## config.mk

```make
export PLATFORM = sky130hd
export DESIGN_NAME = usb_out_pe
export DESIGN_NICKNAME = d
export VERILOG_FILES = /design/src/verilog/usb_out_pkg.sv /design/src/verilog/usb_out_tok_if.sv /design/src/verilog/usb_out_ep_slice.sv /design/src/verilog/usb_out_pe.sv /design/src/verilog/usb_out_xact_fsm.sv /design/src/verilog/usb_token_decode.sv
export SDC_FILE = /design/constraint.sdc
export NUM_CORES = 1
export LEC_CHECK = 0
export ABC_AREA = 1
export BUFFER_PORTS_ARGS = -buffer_cell sky130_fd_sc_hd__clkbuf_2
export CAP_MARGIN = 10
export CORE_AREA = 2 2 78 80
export CTS_CLUSTER_SIZE = 24
export DETAILED_ROUTE_END_ITERATION = 10
export DIE_AREA = 0 0 80 82
export HOLD_SLACK_MARGIN = 0.06
export PLACE_DENSITY = 0.66
export SYNTH_ARGS = -nofsm -noshare
export SYNTH_HDL_FRONTEND = slang
export SYNTH_HIERARCHICAL = 1
export SYNTH_SLANG_ARGS = --single-unit
```

## constraint.sdc

```tcl
create_clock -name clk_48mhz_i -period 2.3 [get_ports clk_48mhz_i]
set_input_delay 0.345 -clock clk_48mhz_i [delete_from_list [all_inputs] [get_ports clk_48mhz_i]]
set_output_delay 0.345 -clock clk_48mhz_i [all_outputs]
set_load 0.1 [all_outputs]
```

## src/verilog/usb_out_pkg.sv

```systemverilog
/*
 * USB full-speed OUT engine definitions
 * PID codes, PID field view, endpoint count, packet size and timeout
 */
package usb_out_pkg;

  ////////////////////
  // Sizes
  ////////////////////

  // Implemented OUT endpoints
  localparam int unsigned NumOutEps = 4;
  localparam int unsigned OutEpW = 2;

  // Largest packet the buffer side accepts
  localparam int unsigned MaxOutPktSizeByte = 32;
  localparam int unsigned PktW = 5;

  // 17 bit times at 4 clocks per bit on the 48 MHz clock
  localparam int unsigned AckTimeoutCnt = 68;
  localparam int unsigned AckTimeoutCntW = 7;

  ////////////////////
  // PID encoding
  ////////////////////

  // Low nibble of the PID byte as sent on the bus
  typedef enum logic [3:0] {
    UsbPidOut   = 4'b0001,
    UsbPidIn    = 4'b1001,
    UsbPidSetup = 4'b1101,
    UsbPidData0 = 4'b0011,
    UsbPidData1 = 4'b1011,
    UsbPidAck   = 4'b0010,
    UsbPidNak   = 4'b1010,
    UsbPidStall = 4'b1110
  } usb_pid_e;

  // Packet class in the two low PID bits
  typedef enum logic [1:0] {
    UsbPidTypeSpecial   = 2'b00,
    UsbPidTypeToken     = 2'b01,
    UsbPidTypeHandshake = 2'b10,
    UsbPidTypeData      = 2'b11
  } usb_pid_type_e;

  // Field view of the same nibble
  typedef struct packed {
    logic          tog;
    logic          sub;
    usb_pid_type_e pid_type;
  } usb_pid_fields_t;

  // One received PID read as a code or as fields
  typedef union packed {
    usb_pid_e        pid;
    usb_pid_fields_t f;
  } usb_pid_u;

  // One bit per endpoint
  typedef logic [NumOutEps-1:0] ep_vec_t;

endpackage

```

## src/verilog/usb_out_tok_if.sv

```systemverilog
/*
 * Decoded bus events
 * Token, data-end and bad-packet strobes from the decoder
 */
`timescale 1ns/1ps

interface usb_out_tok_if;
  import usb_out_pkg::*;

  // Token strobes, already matched to address and implemented endpoint
  logic              tok_out;
  logic              tok_setup;
  logic [OutEpW-1:0] tok_ep;

  // End of a good DATA0 or DATA1 packet and its toggle
  logic              data_end;
  logic              data_tog;

  // End of a corrupt packet or of a good non-data packet
  logic              bad_end;

  modport decoder (
    output tok_out, tok_setup, tok_ep,
    output data_end, data_tog, bad_end
  );

  // Endpoint slices only look at tokens
  modport slice (
    input tok_out, tok_setup, tok_ep
  );

  modport engine (
    input tok_out, tok_setup, tok_ep,
    input data_end, data_tog, bad_end
  );

endinterface

```

## src/verilog/usb_out_ep_slice.sv

```systemverilog
/*
 * OUT endpoint slice
 * Data toggle, setup flag and start request of one endpoint
 */
`timescale 1ns/1ps

module usb_out_ep_slice #(
  parameter int unsigned EpIdx = 0
) (
  input  logic                           clk_48mhz_i,
  input  logic                           rst_ni,
  input  logic                           link_reset_i,
  input  logic                           enabled_i,
  input  logic                           control_i,
  usb_out_tok_if.slice                   tok,
  input  logic [usb_out_pkg::OutEpW-1:0] cur_ep_i,
  input  logic                           adv_tog_i,
  output logic                           start_o,
  output logic                           toggle_o,
  output logic                           setup_o
);
  import usb_out_pkg::*;

  localparam logic [OutEpW-1:0] MyEp = OutEpW'(EpIdx);

  logic sel;
  logic setup_hit;
  logic out_hit;

  // Token names this endpoint and the endpoint is on
  assign sel = (tok.tok_ep == MyEp) && enabled_i;

  assign setup_hit = sel && tok.tok_setup;
  assign out_hit   = sel && tok.tok_out;

  // SETUP is only taken by a control endpoint
  assign start_o = out_hit || (setup_hit && control_i);

  // Setup flag follows the last token type
  always_ff @(posedge clk_48mhz_i or negedge rst_ni) begin
    if (!rst_ni) begin
      setup_o <= 1'b0;
    end else if (setup_hit) begin
      setup_o <= 1'b1;
    end else if (out_hit) begin
      setup_o <= 1'b0;
    end
  end

  // SETUP always restarts the sequence at DATA0
  always_ff @(posedge clk_48mhz_i or negedge rst_ni) begin
    if (!rst_ni) begin
      toggle_o <= 1'b0;
    end else if (link_reset_i) begin
      toggle_o <= 1'b0;
    end else if (setup_hit) begin
      toggle_o <= 1'b0;
    end else if (adv_tog_i && (cur_ep_i == MyEp)) begin
      // Engine has ACKed a new packet here
      toggle_o <= ~toggle_o;
    end
  end

endmodule

```

## src/verilog/usb_out_pe.sv

```systemverilog
/*
 * USB full-speed OUT/SETUP protocol engine without packet buffers
 * Decoder, one slice per endpoint and the transaction engine
 */
`timescale 1ns/1ps

module usb_out_pe (
  input  logic                           clk_48mhz_i,
  input  logic                           rst_ni,
  input  logic                           link_reset_i,
  input  logic [6:0]                     dev_addr_i,

  // Endpoint configuration
  input  usb_out_pkg::ep_vec_t           out_ep_enabled_i,
  input  usb_out_pkg::ep_vec_t           out_ep_control_i,
  input  usb_out_pkg::ep_vec_t           out_ep_full_i,
  input  usb_out_pkg::ep_vec_t           out_ep_stall_i,

  // Receive side
  input  logic                           rx_pkt_start_i,
  input  logic                           rx_pkt_end_i,
  input  logic                           rx_pkt_valid_i,
  input  logic [3:0]                     rx_pid_i,
  input  logic [6:0]                     rx_addr_i,
  input  logic [3:0]                     rx_endp_i,
  input  logic                           rx_data_put_i,
  input  logic [7:0]                     rx_data_i,

  // Transmit side
  output logic                           tx_pkt_start_o,
  output logic [3:0]                     tx_pid_o,

  // Buffer side
  output logic [3:0]                     out_ep_current_o,
  output logic                           out_ep_newpkt_o,
  output logic                           out_ep_data_put_o,
  output logic [usb_out_pkg::PktW-1:0]   out_ep_put_addr_o,
  output logic [7:0]                     out_ep_data_o,
  output logic                           out_ep_acked_o,
  output logic                           out_ep_rollback_o,
  output usb_out_pkg::ep_vec_t           out_ep_setup_o,
  output usb_out_pkg::ep_vec_t           out_data_toggle_o
);
  import usb_out_pkg::*;

  ep_vec_t           ep_start;
  logic [OutEpW-1:0] cur_ep;
  logic              adv_tog;

  usb_out_tok_if tok_if ();

  usb_token_decode u_decode (
    .clk_48mhz_i    (clk_48mhz_i),
    .rst_ni         (rst_ni),
    .dev_addr_i     (dev_addr_i),
    .rx_pkt_end_i   (rx_pkt_end_i),
    .rx_pkt_valid_i (rx_pkt_valid_i),
    .rx_pid_i       (rx_pid_i),
    .rx_addr_i      (rx_addr_i),
    .rx_endp_i      (rx_endp_i),
    .tok            (tok_if.decoder)
  );

  ////////////////////
  // Endpoint slices
  ////////////////////

  for (genvar i = 0; i < NumOutEps; i++) begin : g_ep
    usb_out_ep_slice #(
      .EpIdx (i)
    ) u_slice (
      .clk_48mhz_i  (clk_48mhz_i),
      .rst_ni       (rst_ni),
      .link_reset_i (link_reset_i),
      .enabled_i    (out_ep_enabled_i[i]),
      .control_i    (out_ep_control_i[i]),
      .tok          (tok_if.slice),
      .cur_ep_i     (cur_ep),
      .adv_tog_i    (adv_tog),
      .start_o      (ep_start[i]),
      .toggle_o     (out_data_toggle_o[i]),
      .setup_o      (out_ep_setup_o[i])
    );
  end

  usb_out_xact_fsm u_xact (
    .clk_48mhz_i    (clk_48mhz_i),
    .rst_ni         (rst_ni),
    .link_reset_i   (link_reset_i),
    .tok            (tok_if.engine),
    .start_i        (ep_start),
    .toggle_i       (out_data_toggle_o),
    .full_i         (out_ep_full_i),
    .stall_i        (out_ep_stall_i),
    .rx_pkt_start_i (rx_pkt_start_i),
    .rx_data_put_i  (rx_data_put_i),
    .rx_data_i      (rx_data_i),
    .cur_ep_o       (cur_ep),
    .adv_tog_o      (adv_tog),
    .ep_current_o   (out_ep_current_o),
    .newpkt_o       (out_ep_newpkt_o),
    .data_put_o     (out_ep_data_put_o),
    .put_addr_o     (out_ep_put_addr_o),
    .data_o         (out_ep_data_o),
    .acked_o        (out_ep_acked_o),
    .rollback_o     (out_ep_rollback_o),
    .tx_pkt_start_o (tx_pkt_start_o),
    .tx_pid_o       (tx_pid_o)
  );

endmodule

```

## src/verilog/usb_out_xact_fsm.sv

```systemverilog
/*
 * OUT transaction engine
 * Waits for host data, streams bytes out and picks the handshake
 */
`timescale 1ns/1ps

module usb_out_xact_fsm (
  input  logic                           clk_48mhz_i,
  input  logic                           rst_ni,
  input  logic                           link_reset_i,
  usb_out_tok_if.engine                  tok,
  input  usb_out_pkg::ep_vec_t           start_i,
  input  usb_out_pkg::ep_vec_t           toggle_i,
  input  usb_out_pkg::ep_vec_t           full_i,
  input  usb_out_pkg::ep_vec_t           stall_i,
  input  logic                           rx_pkt_start_i,
  input  logic                           rx_data_put_i,
  input  logic [7:0]                     rx_data_i,
  output logic [usb_out_pkg::OutEpW-1:0] cur_ep_o,
  output logic                           adv_tog_o,
  output logic [3:0]                     ep_current_o,
  output logic                           newpkt_o,
  output logic                           data_put_o,
  output logic [usb_out_pkg::PktW-1:0]   put_addr_o,
  output logic [7:0]                     data_o,
  output logic                           acked_o,
  output logic                           rollback_o,
  output logic                           tx_pkt_start_o,
  output logic [3:0]                     tx_pid_o
);
  import usb_out_pkg::*;

  typedef enum logic [1:0] {
    StIdle,
    StWaitData,
    StInData,
    StDataEnd
  } state_e;

  localparam logic [PktW-1:0] LastAddr = PktW'(MaxOutPktSizeByte - 1);

  state_e                    state_q;
  state_e                    state_d;
  logic                      xact_start;
  logic                      setup_q;
  logic                      nak_q;
  logic [AckTimeoutCntW-1:0] timeout_q;
  logic [AckTimeoutCntW-1:0] timeout_d;
  logic                      ep_full;
  logic                      ep_stall;
  logic                      bad_tog;
  logic                      inc_addr;

  // Per-endpoint inputs of the current transaction
  assign ep_full  = full_i[cur_ep_o];
  assign ep_stall = stall_i[cur_ep_o];

  // Host resent a packet we already took
  assign bad_tog = tok.data_end && (tok.data_tog != toggle_i[cur_ep_o]);

  assign ep_current_o = {{(4 - OutEpW){1'b0}}, cur_ep_o};

  ////////////////////
  // Next state
  ////////////////////

  always_comb begin
    state_d        = state_q;
    xact_start     = 1'b0;
    timeout_d      = AckTimeoutCntW'(AckTimeoutCnt);
    tx_pkt_start_o = 1'b0;
    tx_pid_o       = 4'b0000;
    acked_o        = 1'b0;
    rollback_o     = 1'b0;
    adv_tog_o      = 1'b0;

    unique case (state_q)
      StIdle: begin
        // Slices only request for a matching, enabled endpoint
        if (|start_i) begin
          state_d    = StWaitData;
          xact_start = 1'b1;
        end
      end

      StWaitData: begin
        timeout_d = timeout_q - 1'b1;
        if (rx_pkt_start_i) begin
          state_d = StInData;
        end else if (timeout_q == '0) begin
          // Host never sent its data packet
          state_d = StIdle;
        end
      end

      StInData: begin
        if (bad_tog && !ep_stall) begin
          // Our last ACK was probably lost so ACK again and drop the data
          state_d        = StIdle;
          rollback_o     = 1'b1;
          tx_pkt_start_o = 1'b1;
          tx_pid_o       = UsbPidAck;
        end else if (tok.bad_end) begin
          // No reply at all on a broken packet
          state_d    = StIdle;
          rollback_o = 1'b1;
        end else if (tok.data_end) begin
          state_d = StDataEnd;
        end
      end

      StDataEnd: begin
        state_d        = StIdle;
        tx_pkt_start_o = 1'b1;
        if (setup_q) begin
          // SETUP must be taken or dropped silently
          if (nak_q || ep_full) begin
            tx_pkt_start_o = 1'b0;
            rollback_o     = 1'b1;
          end else begin
            tx_pid_o  = UsbPidAck;
            acked_o   = 1'b1;
            adv_tog_o = 1'b1;
          end
        end else if (ep_stall) begin
          tx_pid_o = UsbPidStall;
        end else if (nak_q || ep_full) begin
          tx_pid_o   = UsbPidNak;
          rollback_o = 1'b1;
        end else begin
          tx_pid_o  = UsbPidAck;
          acked_o   = 1'b1;
          adv_tog_o = 1'b1;
        end
      end

      default: state_d = StIdle;
    endcase
  end

  ////////////////////
  // State registers
  ////////////////////

  always_ff @(posedge clk_48mhz_i or negedge rst_ni) begin
    if (!rst_ni) begin
      state_q   <= StIdle;
      timeout_q <= AckTimeoutCntW'(AckTimeoutCnt);
    end else begin
      state_q   <= link_reset_i ? StIdle : state_d;
      timeout_q <= timeout_d;
    end
  end

  // Latch endpoint and token type when a transaction starts
  always_ff @(posedge clk_48mhz_i or negedge rst_ni) begin
    if (!rst_ni) begin
      newpkt_o <= 1'b0;
      cur_ep_o <= '0;
      setup_q  <= 1'b0;
    end else begin
      newpkt_o <= xact_start;
      if (xact_start) begin
        cur_ep_o <= tok.tok_ep;
        setup_q  <= tok.tok_setup;
      end
    end
  end

  ////////////////////
  // Data put path
  ////////////////////

  // Put strobe trails the rx strobe by one cycle
  always_ff @(posedge clk_48mhz_i or negedge rst_ni) begin
    if (!rst_ni) begin
      data_put_o <= 1'b0;
    end else begin
      data_put_o <= (state_q == StInData) && rx_data_put_i;
    end
  end

  always_ff @(posedge clk_48mhz_i) begin
    if (rx_data_put_i) begin
      data_o <= rx_data_i;
    end
  end

  // Any byte landing in a full endpoint turns the reply into NAK
  always_ff @(posedge clk_48mhz_i or negedge rst_ni) begin
    if (!rst_ni) begin
      nak_q <= 1'b0;
    end else if ((state_q == StIdle) || (state_q == StWaitData)) begin
      nak_q <= 1'b0;
    end else if (data_put_o && ep_full) begin
      nak_q <= 1'b1;
    end
  end

  // Stops at the last buffer slot, extra bytes are lost
  assign inc_addr = data_put_o && !nak_q && (put_addr_o != LastAddr);

  always_ff @(posedge clk_48mhz_i or negedge rst_ni) begin
    if (!rst_ni) begin
      put_addr_o <= '0;
    end else if (state_q == StWaitData) begin
      put_addr_o <= '0;
    end else if (((state_q == StInData) || (state_q == StDataEnd)) && inc_addr) begin
      put_addr_o <= put_addr_o + 1'b1;
    end
  end

endmodule

```

## src/verilog/usb_token_decode.sv

```systemverilog
/*
 * Received packet decoder
 * Classifies each packet end and matches device address and endpoint
 */
`timescale 1ns/1ps

module usb_token_decode (
  input  logic       clk_48mhz_i,
  input  logic       rst_ni,
  input  logic [6:0] dev_addr_i,
  input  logic       rx_pkt_end_i,
  input  logic       rx_pkt_valid_i,
  input  logic [3:0] rx_pid_i,
  input  logic [6:0] rx_addr_i,
  input  logic [3:0] rx_endp_i,
  usb_out_tok_if.decoder tok
);
  import usb_out_pkg::*;

  usb_pid_u pid_u;
  logic     good_end;
  logic     ep_in_hw;
  logic     addr_hit;
  logic     tok_hit;
  logic     is_data;

  // Same PID nibble seen as code and as fields
  assign pid_u = rx_pid_i;

  ////////////////////
  // Packet class
  ////////////////////

  // Packet finished with good CRC
  assign good_end = rx_pkt_end_i && rx_pkt_valid_i;

  // DATA2 and MDATA never reach a full-speed device
  assign is_data = (pid_u.pid == UsbPidData0) || (pid_u.pid == UsbPidData1);

  ////////////////////
  // Token match
  ////////////////////

  // Endpoint numbers past the last slice are ignored
  assign ep_in_hw = rx_endp_i < 4'(NumOutEps);
  assign addr_hit = rx_addr_i == dev_addr_i;

  assign tok_hit = good_end &&
                   (pid_u.f.pid_type == UsbPidTypeToken) &&
                   addr_hit &&
                   ep_in_hw;

  assign tok.tok_out   = tok_hit && (pid_u.pid == UsbPidOut);
  assign tok.tok_setup = tok_hit && (pid_u.pid == UsbPidSetup);

  // Only meaningful together with a token strobe
  assign tok.tok_ep = rx_endp_i[OutEpW-1:0];

  ////////////////////
  // Data and errors
  ////////////////////

  assign tok.data_end = good_end && is_data;

  // Toggle sits in the top PID bit
  assign tok.data_tog = pid_u.f.tog;

  // Bad CRC, or a good packet that carries no data
  assign tok.bad_end = rx_pkt_end_i && (!rx_pkt_valid_i || !is_data);

endmodule
```

## Word level (Yosys, flattened, before mapping)

Cells that the tools add are included.

- $add $sub $neg: 2
- $lt $le $gt $ge: 2
- Eq/ne operators: 20
- Muxes and demuxes: 60
- Bitwise logic cells: 4
- Reduce and logical (&&, ||, !) cells: 64

Operators with widths:

| cell | count |
|---|---|
| $mux W1 | 38 |
| $logic_and A1 B1 Y1 | 35 |
| $mux W2 | 9 |
| $eq A2 B2 Y1 const B | 6 |
| $mux W4 | 3 |
| $reduce_bool A2 Y1 | 6 |
| $reduce_bool A3 Y1 | 4 |
| $mux W5 | 2 |
| $logic_or A1 B1 Y1 | 9 |
| $eq A2 B1 Y1 const B | 4 |
| $eq A4 B4 Y1 const B | 2 |
| $pmux W2 S4 | 1 |
| $pmux W4 S2 | 1 |
| $eq A7 B7 Y1 | 1 |
| $logic_not A7 Y1 | 1 |
| $mux W7 | 1 |
| $sub A7 B1 Y7 const B | 1 |
| $bmux W1 S2 | 3 |
| $logic_not A2 Y1 | 3 |
| $add A5 B1 Y5 const B | 1 |
| $ne A5 B4 Y1 const B | 1 |
| $ne A5 B5 Y1 const B | 1 |
| $eq A4 B1 Y1 const B | 1 |
| $eq A4 B2 Y1 const B | 1 |
| other kinds (10) | 17 |

- Register bits after elaboration: 36
- Bits of input ports: 53
- Output and inout port bits: 34
- Word-level logic and storage cells: 169

## Longest topological paths before layout

Gate-level depths: netlist of run 1.

- Depth in word-level cells: 12
- Gate-level depth with buffers: 14
- Mapped depth without buffers: 14

## Modules after synthesis

The synthesis of run 1 kept the hierarchy.

Modules (own cells, without submodules):

| module | instances | cells each | area each (sq um) | seq. area each (sq um) |
|---|---|---|---|---|
| usb_out_xact_fsm | 1 | 170 | 1,470.2 | 743.2 |
| usb_out_ep_slice (g_ep[1].u_slice ...) | 2 | 18 | 130.1 | 50.0 |
| usb_token_decode | 1 | 47 | 215.2 | 0.0 |
| usb_out_ep_slice (g_ep[0].u_slice) | 1 | 18 | 128.9 | 50.0 |
| usb_out_ep_slice (g_ep[3].u_slice) | 1 | 16 | 122.6 | 50.0 |

## Worst setup path before layout of run 1

No wires, ideal clock.

- Kind: reg-to-output
- Start: reg g_ep[1].u_slice.toggle_o
- End: out tx_pid_o[1]
- Arrival: 4.142 ns
- Data required time: 1.955 ns
- Setup slack: -2.187 ns
- Stages on the path, launching flop included: 8
- Path buffers: 1
- Path through: dfrtp_1 > nand2_1 > nand3_2 > nand3_1 > nand2_2 > nand2_2 > o21ai_0 > buf_4

- Cells in the longest elaborated chain, start to end: 7

RTL lines:

| element | RTL line | source |
|---|---|---|
| start, declared | usb_out_ep_slice.sv:19 | `output logic toggle_o,` |
| start signal, assigned | usb_out_ep_slice.sv:60 | `toggle_o <= ~toggle_o;` |
| $bmux W1 S2 | usb_out_xact_fsm.sv:59 | `assign bad_tog = tok.data_end && (tok.data_tog != toggle_i[cur_ep_o]);` |
| $mux W1 (not written as such) | usb_out_xact_fsm.sv:59 |  |
| $ne A1 B1 Y1 | usb_out_xact_fsm.sv:59 |  |
| $logic_and A1 B1 Y1 | usb_out_xact_fsm.sv:59 |  |
| $logic_and A1 B1 Y1 | usb_out_xact_fsm.sv:97 | `if (bad_tog && !ep_stall) begin` |
| $mux W2 | usb_out_xact_fsm.sv:97 |  |
| $pmux W4 S2 | usb_out_xact_fsm.sv:77 | `unique case (state_q)` |
| end, declared | usb_out_pe.sv:31 | `output logic [3:0] tx_pid_o,` |

Every way passes these cells. The select of a mux whose other input is x is not followed.

## Worst setup path in the final report of run 1

- Start: reg u_xact/cur_ep_o[1] (netlist name)
- End: out tx_pid_o[3]

- Cells in the longest elaborated chain, start to end: 7
- Elaborated cells on any way between the ends: 9
- Classes of those cells: mux (8); reduce/logical (1)

RTL lines:

| element | RTL line | source |
|---|---|---|
| start, declared | usb_out_xact_fsm.sv:19 | `output logic [usb_out_pkg::OutEpW-1:0] cur_ep_o,` |
| start signal, assigned | usb_out_xact_fsm.sv:164 | `cur_ep_o <= tok.tok_ep;` |
| $bmux W1 S2 | usb_out_xact_fsm.sv:55 | `assign ep_full = full_i[cur_ep_o];` |
| $mux W1 (not written as such) | usb_out_xact_fsm.sv:55 |  |
| $logic_or A1 B1 Y1 | usb_out_xact_fsm.sv:127 | `end else if (nak_q \|\| ep_full) begin` |
| $mux W4 | usb_out_xact_fsm.sv:127 |  |
| $mux W4 (*) | usb_out_xact_fsm.sv:125 | `end else if (ep_stall) begin` |
| $mux W4 (*) | usb_out_xact_fsm.sv:115 | `if (setup_q) begin` |
| $pmux W4 S2 (*) | usb_out_xact_fsm.sv:77 |  |

Every way passes the cells marked *; elsewhere a longest branch is shown, timed or not. The select of a mux whose other input is x is not followed.

==> results of run 1 <==
logic make-up (layout without fill, tap and decap cells):
| family | count (synthesis) | count (layout) |
|---|---|---|
| simple gates | 148 | 148 |
| buf+inv | 67 | 151 |
| flops | 36 | 36 |
| compound gates | 26 | 26 |
| xor+xnor | 5 | 5 |
| fa+ha+maj | 4 | 4 |
| other cells | 1 | 3 |
critical path, cell delays in order, from the launching register on:
cell      delay (ns)
dfrtp_2         0.49
inv_1           0.19
o21ai_2         0.10
o221ai_4        0.25
o21ai_0         0.15
nor2_2          0.14
buf_12          0.19
where the power goes:
group	internal [mW]	leakage, nW	switching (mW)
Clock	0.211	0.0479	0.227
Sequential	0.699	0.435	0.0248
Combinational	0.118	1.07	0.296
Total	1.03	1.55	0.548
cells in the mapped netlist:
library cell / number
nand2_1: 65
inv_1: 56
nor2_1: 28
dfrtp_1: 26
nand3_1: 20
o21ai_0: 13
nand4_1: 11
buf_4: 10
edfxtp_1: 8
a21oi_1: 7
nor3_1: 5
ha_1: 4
nor2_2: 4
o21ai_2: 4
xnor2_1: 4
nand2_2: 3
nand3_2: 3
nand4_2: 3
dfstp_2: 2
a22o_1: 1
and3_1: 1
conb_1: 1
inv_2: 1
nor3b_1: 1
nor4_1: 1
nor4_4: 1
o221ai_2: 1
or2_0: 1
or2_2: 1
xor2_1: 1
routing by layer:
layer,vias up,wire length [um],part of all wire
met5,-,0,0
met4,0,74,0.015
met3,7,301,0.061
met2,58,2310,0.47
met1,894,2260,0.46
li1,1072,-,-
what timing repair did:
action | CTS | global route
resized for setup | 0 | 2
hold buffers | 0 | 0
setup endpoints to repair | 0 | 5
buffers inserted | 0 | 1
per-stage QoR:
step | hold WS (ns) | area (um2) | setup slack, ns
floorplan | 0.0494 | 2270 | -0.392
finish | 0.0920 | 2890 | 0.153
global placement | 0.417 | 2790 | 0.314
global route | 0.154 | 2890 | 0.0111
CTS | 0.115 | 2880 | 0.0862
detailed placement | 0.418 | 2790 | 0.215
flip-flops by register name (all words and copies together), names as in the netlist, 2 cells and up:
signal and count:
u_xact/put_addr_o 5, u_xact/data_o 8, u_xact/timeout_q 7, u_xact/cur_ep_o 2, u_xact/state_q 2, g_ep.u_slice/setup_o 4, g_ep.u_slice/toggle_o 4
layout make-up:
class,instances,area [um2],share of cell area
multi-input combinational,186,1030,0.357
sequential,36,952,0.329
timing repair buffer,86,513,0.177
inverter,57,214,0.0739
tap,75,93.8,0.0324
clock buffer,5,68.8,0.0238
clock inverter,3,18.8,0.00649
worst max path at each step:
stage | from | end | depth (start not counted)
finish | u_xact/cur_ep_o[1] | tx_pid_o[3] | 6
global route | u_xact/cur_ep_o[1] | tx_pkt_start_o | 7
CTS | u_xact/cur_ep_o[1] | tx_pid_o[3] | 6
detailed placement | rx_pid_i[0] | u_xact/cur_ep_o[1] | 14
global placement | rx_pid_i[0] | u_xact/cur_ep_o[1] | 14
floorplan | g_ep[2].u_slice/toggle_o | tx_pid_o[1] | 7
layout by cell type (no fill, tap or decap), drive strengths merged:
cell type	count
a21oi	7
a22o	1
and3	1
buf	9
clkbuf	82
clkinv	3
conb	3
dfrtp	26
dfstp	2
edfxtp	8
ha	4
inv	57
nand2	68
nand3	23
nand4	14
nor2	32
nor3	5
nor3b	1
nor4	2
o21ai	17
o221ai	1
or2	2
xnor2	4
xor2	1
==> metrics.yaml, run 1 <==
grt_pass1_vias: 1799
yosysTopAreaCell: "dfrtp_1"
core_mm2: 0.00575
hold_viol_final: 0
drt_wl_total_mm: 4.95
synthXorXnorAreaFrac: 0.0199
r2r_end: "u_xact/put_addr_o[3]"
grt_pass1_wl_mm: 7.89
fillers: 578
yosys_warnings: 6
synth-simple-area-share: 0.322
vias_per_cell: 4.53
clock.fmax_mhz: 466
antenna_cells: 0
busiest_layer: "met2"
place_inst: 439
synth_top_family_by_area: "simple AND/OR/NAND/NOR gates"
synth_area_leaders: "dfrtp_1, nand2_1, edfxtp_1, inv_1, nor2_1"
worst_pin_slew_ns: 0.707
rsz0062_at_grt: "no"
ctsHtreeMaxLevel: 2
met1_usage: 0.200
use_met3: 0.0374
clk_latency_ns: 0.29
syn_area_per_cell_um2: 7.66
port_buffers: 83
area_growth_pct: 31.7
setup_viol: 0
synth_top_area_frac: 0.296
ys_ff_latch: 36
ioPinCount: 87
p_leak_nw: 1.55
end_kind: "primary output"
antenna_found_initial: 0
p_per_area_mw_per_mm2: 544
synth_area_mm2: 0.00220
drt_iter0_drc: 83
die_h_um: 82
cts_root_buffer: "clkbuf_8"
irDropWorstVdd_mv: 0.323
cts_buffer_depth: 2
final_cell_count_no_fill: 448
grtUsageTotal: 0.154
timing.final.crit_share: 0.934
nNetsFinal: 429
cts.sinks: 36
dieWidth_um: 80
drv_slew: 0
vias: 2031
synth-compound-area-share: 0.0723
fp.dieArea_mm2: 0.00656
finClkSkew_ns: 0.00844
synth.yosys.seq_area_share: 0.429
status: "complete, no violations"
worstReg2RegStart: "u_xact/put_addr_o[0]"
gr-total-overflow: 0
ys_types: 30
tns_ns: 0
power.total_mw: 1.58
r2r_cells: 7
clkTransAtPathRegs_ns: 0.07
rows: 28
cap_violations: 0
drc: 0
dr.pass1.iters: 4
relSlewSlack: 0.529
initial_core_util: 0.382
worstSetupStartpointType: "flip-flop"
critPathKind: "flip-flop to primary output"
drive_above_1_share: 0.354
wl_per_cell_um: 11.0
worstPathArrival_ns: 1.80
worstPathMaxFanout: 11
hpwl_mm: 4.02
hold_class: "input port to asynchronous set/reset pin"
synthCells: 287
cts_tree: "built"
post-route-util: 0.504
gr-usage-met2: 0.257
grt_max_degree: 29
ff2ff_setup_slack_ns: 0.38
synth_adder_area_share: 0.0228
synthMuxAreaShare: 0
required_ns: 1.96
ant_nets: 0
cts-buffers-inserted: 5
place_congestion: 0.761
period_minus_slack_ns: 2.15
Power figures use the tool's default switching activity.
==> inputs of run 2 (changes only) <==
--- a/config.mk
+++ b/config.mk
@@ -9,6 +9,7 @@
 export BUFFER_PORTS_ARGS = -buffer_cell sky130_fd_sc_hd__clkbuf_2
 export CAP_MARGIN = 10
 export CORE_AREA = 2 2 78 80
+export CTS_BUF_LIST = sky130_fd_sc_hd__clkbuf_16
 export CTS_CLUSTER_SIZE = 24
 export DETAILED_ROUTE_END_ITERATION = 10
 export DIE_AREA = 0 0 80 82
==> metrics.yaml, run 2 (synthesis results as in run 1) <==
status: "complete, no violations"
relSlewSlack: 0.533  # +0.00482
dieWidth_um: 80  # unchanged
worstPathMaxFanout: 11  # unchanged
worstReg2RegStart: "u_xact/put_addr_o[0]"
drt_wl_total_mm: 4.98  # +0.61%
reg_top3: "u_xact/data_o x8, u_xact/timeout_q x7, u_xact/put_addr_o x5"
largest-register: "u_xact/data_o"
drc: 0  # unchanged
period_minus_slack_ns: 2.13  # -0.0184 ns
antenna_cells: 0  # unchanged
ctsHtreeMaxLevel: 2  # unchanged
final_cell_count_no_fill: 449  # +0.22%
p_leak_nw: 1.58  # +1.9%
ff2ff_setup_slack_ns: 0.39  # about the same
grt_pass1_wl_mm: 8.00  # +1.4%
ant_nets: 0  # unchanged
clk_latency_ns: 0.28  # about the same
vias: 2037  # +0.30%
core_mm2: 0.00575  # unchanged
cts-buffers-inserted: 5  # unchanged
grtUsageTotal: 0.157  # +0.00305
r2r_cells: 7  # unchanged
rows: 28  # unchanged
cts.sinks: 36  # unchanged
cap_violations: 0  # unchanged
pre_cts_slack_ns: 0.215  # unchanged
drv_slew: 0  # unchanged
timing.final.crit_share: 0.926  # -0.00799
final_common_cell: "clkbuf_2"
fp.dieArea_mm2: 0.00656  # unchanged
nNetsFinal: 430  # +0.23%
critPathKind: "flip-flop to primary output"
setup_viol: 0  # unchanged
cts_tree: "built"
grt_pass1_vias: 1825  # +1.4%
initial_core_util: 0.382  # unchanged
largest_reg_flops: 8  # unchanged
irDropWorstVdd_mv: 0.398  # +23%
hpwl_mm: 4.02  # unchanged
fin_ws_ns: 0.171  # +0.0184 ns
worstPathArrival_ns: 1.78  # -0.02 ns
hold_viol_final: 0  # unchanged
gr-total-overflow: 0  # unchanged
drive_above_1_share: 0.356  # +0.00173
drt_iter0_drc: 85  # +2.4%
place_congestion: 0.761  # unchanged
required_ns: 1.96  # about the same
tns_ns: 0  # unchanged
ioPinCount: 87  # unchanged
p_per_area_mw_per_mm2: 605  # +11%
area_growth_pct: 34.6
finClkSkew_ns: 0.00464  # -0.00380 ns
place_inst: 439  # unchanged
rsz0062_at_grt: "no"
die_h_um: 82  # unchanged
worst_pin_slew_ns: 0.700  # -0.00722 ns
port_buffers: 83  # unchanged
grt_max_degree: 29  # unchanged
wl_per_cell_um: 11.1  # +0.38%
antenna_found_initial: 0  # unchanged
hold_class: "input port to asynchronous set/reset pin"
worstSetupStartpointType: "flip-flop"
end_kind: "primary output"
cts_buffer_depth: 2  # unchanged
clock.fmax_mhz: 470  # +0.86%
final_cell_mix: "clkbuf_2, nand2_1, inv_1, nor2_1"
vias_per_cell: 4.54  # about the same
holdWs_ns: 0.107  # +0.0149 ns
clkTransAtPathRegs_ns: 0.06  # about the same
cts_root_buffer: "clkbuf_16"
dr.pass1.iters: 4  # unchanged
r2r_end: "u_xact/put_addr_o[3]"
==> run 2: cell count changes in the layout (fill, tap and decap cells not counted), sizes merged <==
cell	change
buf	+1
==> run 2: repair_timing <==
action / 4_1_cts / 5_1_grt
gates resized for setup: 0 / 2
setup buffers: 0 / 2
hold buffers: 0 / 0
endpoints found under the setup margin: 0 / 5
==> run 2: power breakdown <==
part,internal (mW),switching (mW),total [mW]
clock,0.398,0.251,0.650
sequential,0.700,0.0252,0.725
combinational,0.118,0.297,0.415
total,1.22,0.573,1.79
==> run 2: how the worst max path moves through the flow <==
stage / startpoint / depth (start not counted) / slack (ns) / end
after global placement: rx_pid_i[0] / 14 / 0.31 / u_xact/cur_ep_o[1]
after floorplan: g_ep[2].u_slice/toggle_o / 7 / -0.39 / tx_pid_o[1]
final: u_xact/cur_ep_o[1] / 6 / 0.17 / tx_pid_o[3]
after CTS: u_xact/cur_ep_o[1] / 6 / 0.11 / tx_pid_o[3]
after global routing: u_xact/cur_ep_o[1] / 7 / 0.03 / tx_pkt_start_o
after detailed placement: rx_pid_i[0] / 14 / 0.22 / u_xact/cur_ep_o[1]
==> run 2: per-stage QoR <==
stage                util  total power, mW  instance area (um2)
finish              0.515             1.79                 2960
global route        0.515             1.89                 2960
CTS                 0.510             1.81                 2930
detailed placement  0.485             1.15                 2790
global placement    0.485             1.14                 2790
floorplan               -             1.04                 2270
==> run 2: per-layer routing <==
metal / routed length [um] / part of all wire / global-route usage
met1: 2320 / 0.47 / 0.200
met2: 2340 / 0.47 / 0.262
met3: 265 / 0.053 / 0.0407
met4: 51 / 0.010 / 0.0492
met5: 0 / 0 / 0
==> run 2: critical path: stages, from the launching register on <==
cell,delay (ns)
dfrtp_2,0.49
inv_1,0.19
o21ai_2,0.10
o221ai_4,0.25
o21ai_0,0.15
nor2_2,0.14
buf_12,0.19
==> run 2: layout make-up <==
| cell class | instances | area, um2 |
|---|---|---|
| Clock inverter | 3 | 18.8 |
| Tap cell | 75 | 93.8 |
| Timing Repair Buffer | 87 | 520 |
| Clock buffer | 5 | 125 |
| Fill cell | 572 | 2790 |
| Inverter | 57 | 214 |
| Sequential cell | 36 | 952 |
| Multi-Input combinational cell | 186 | 1030 |
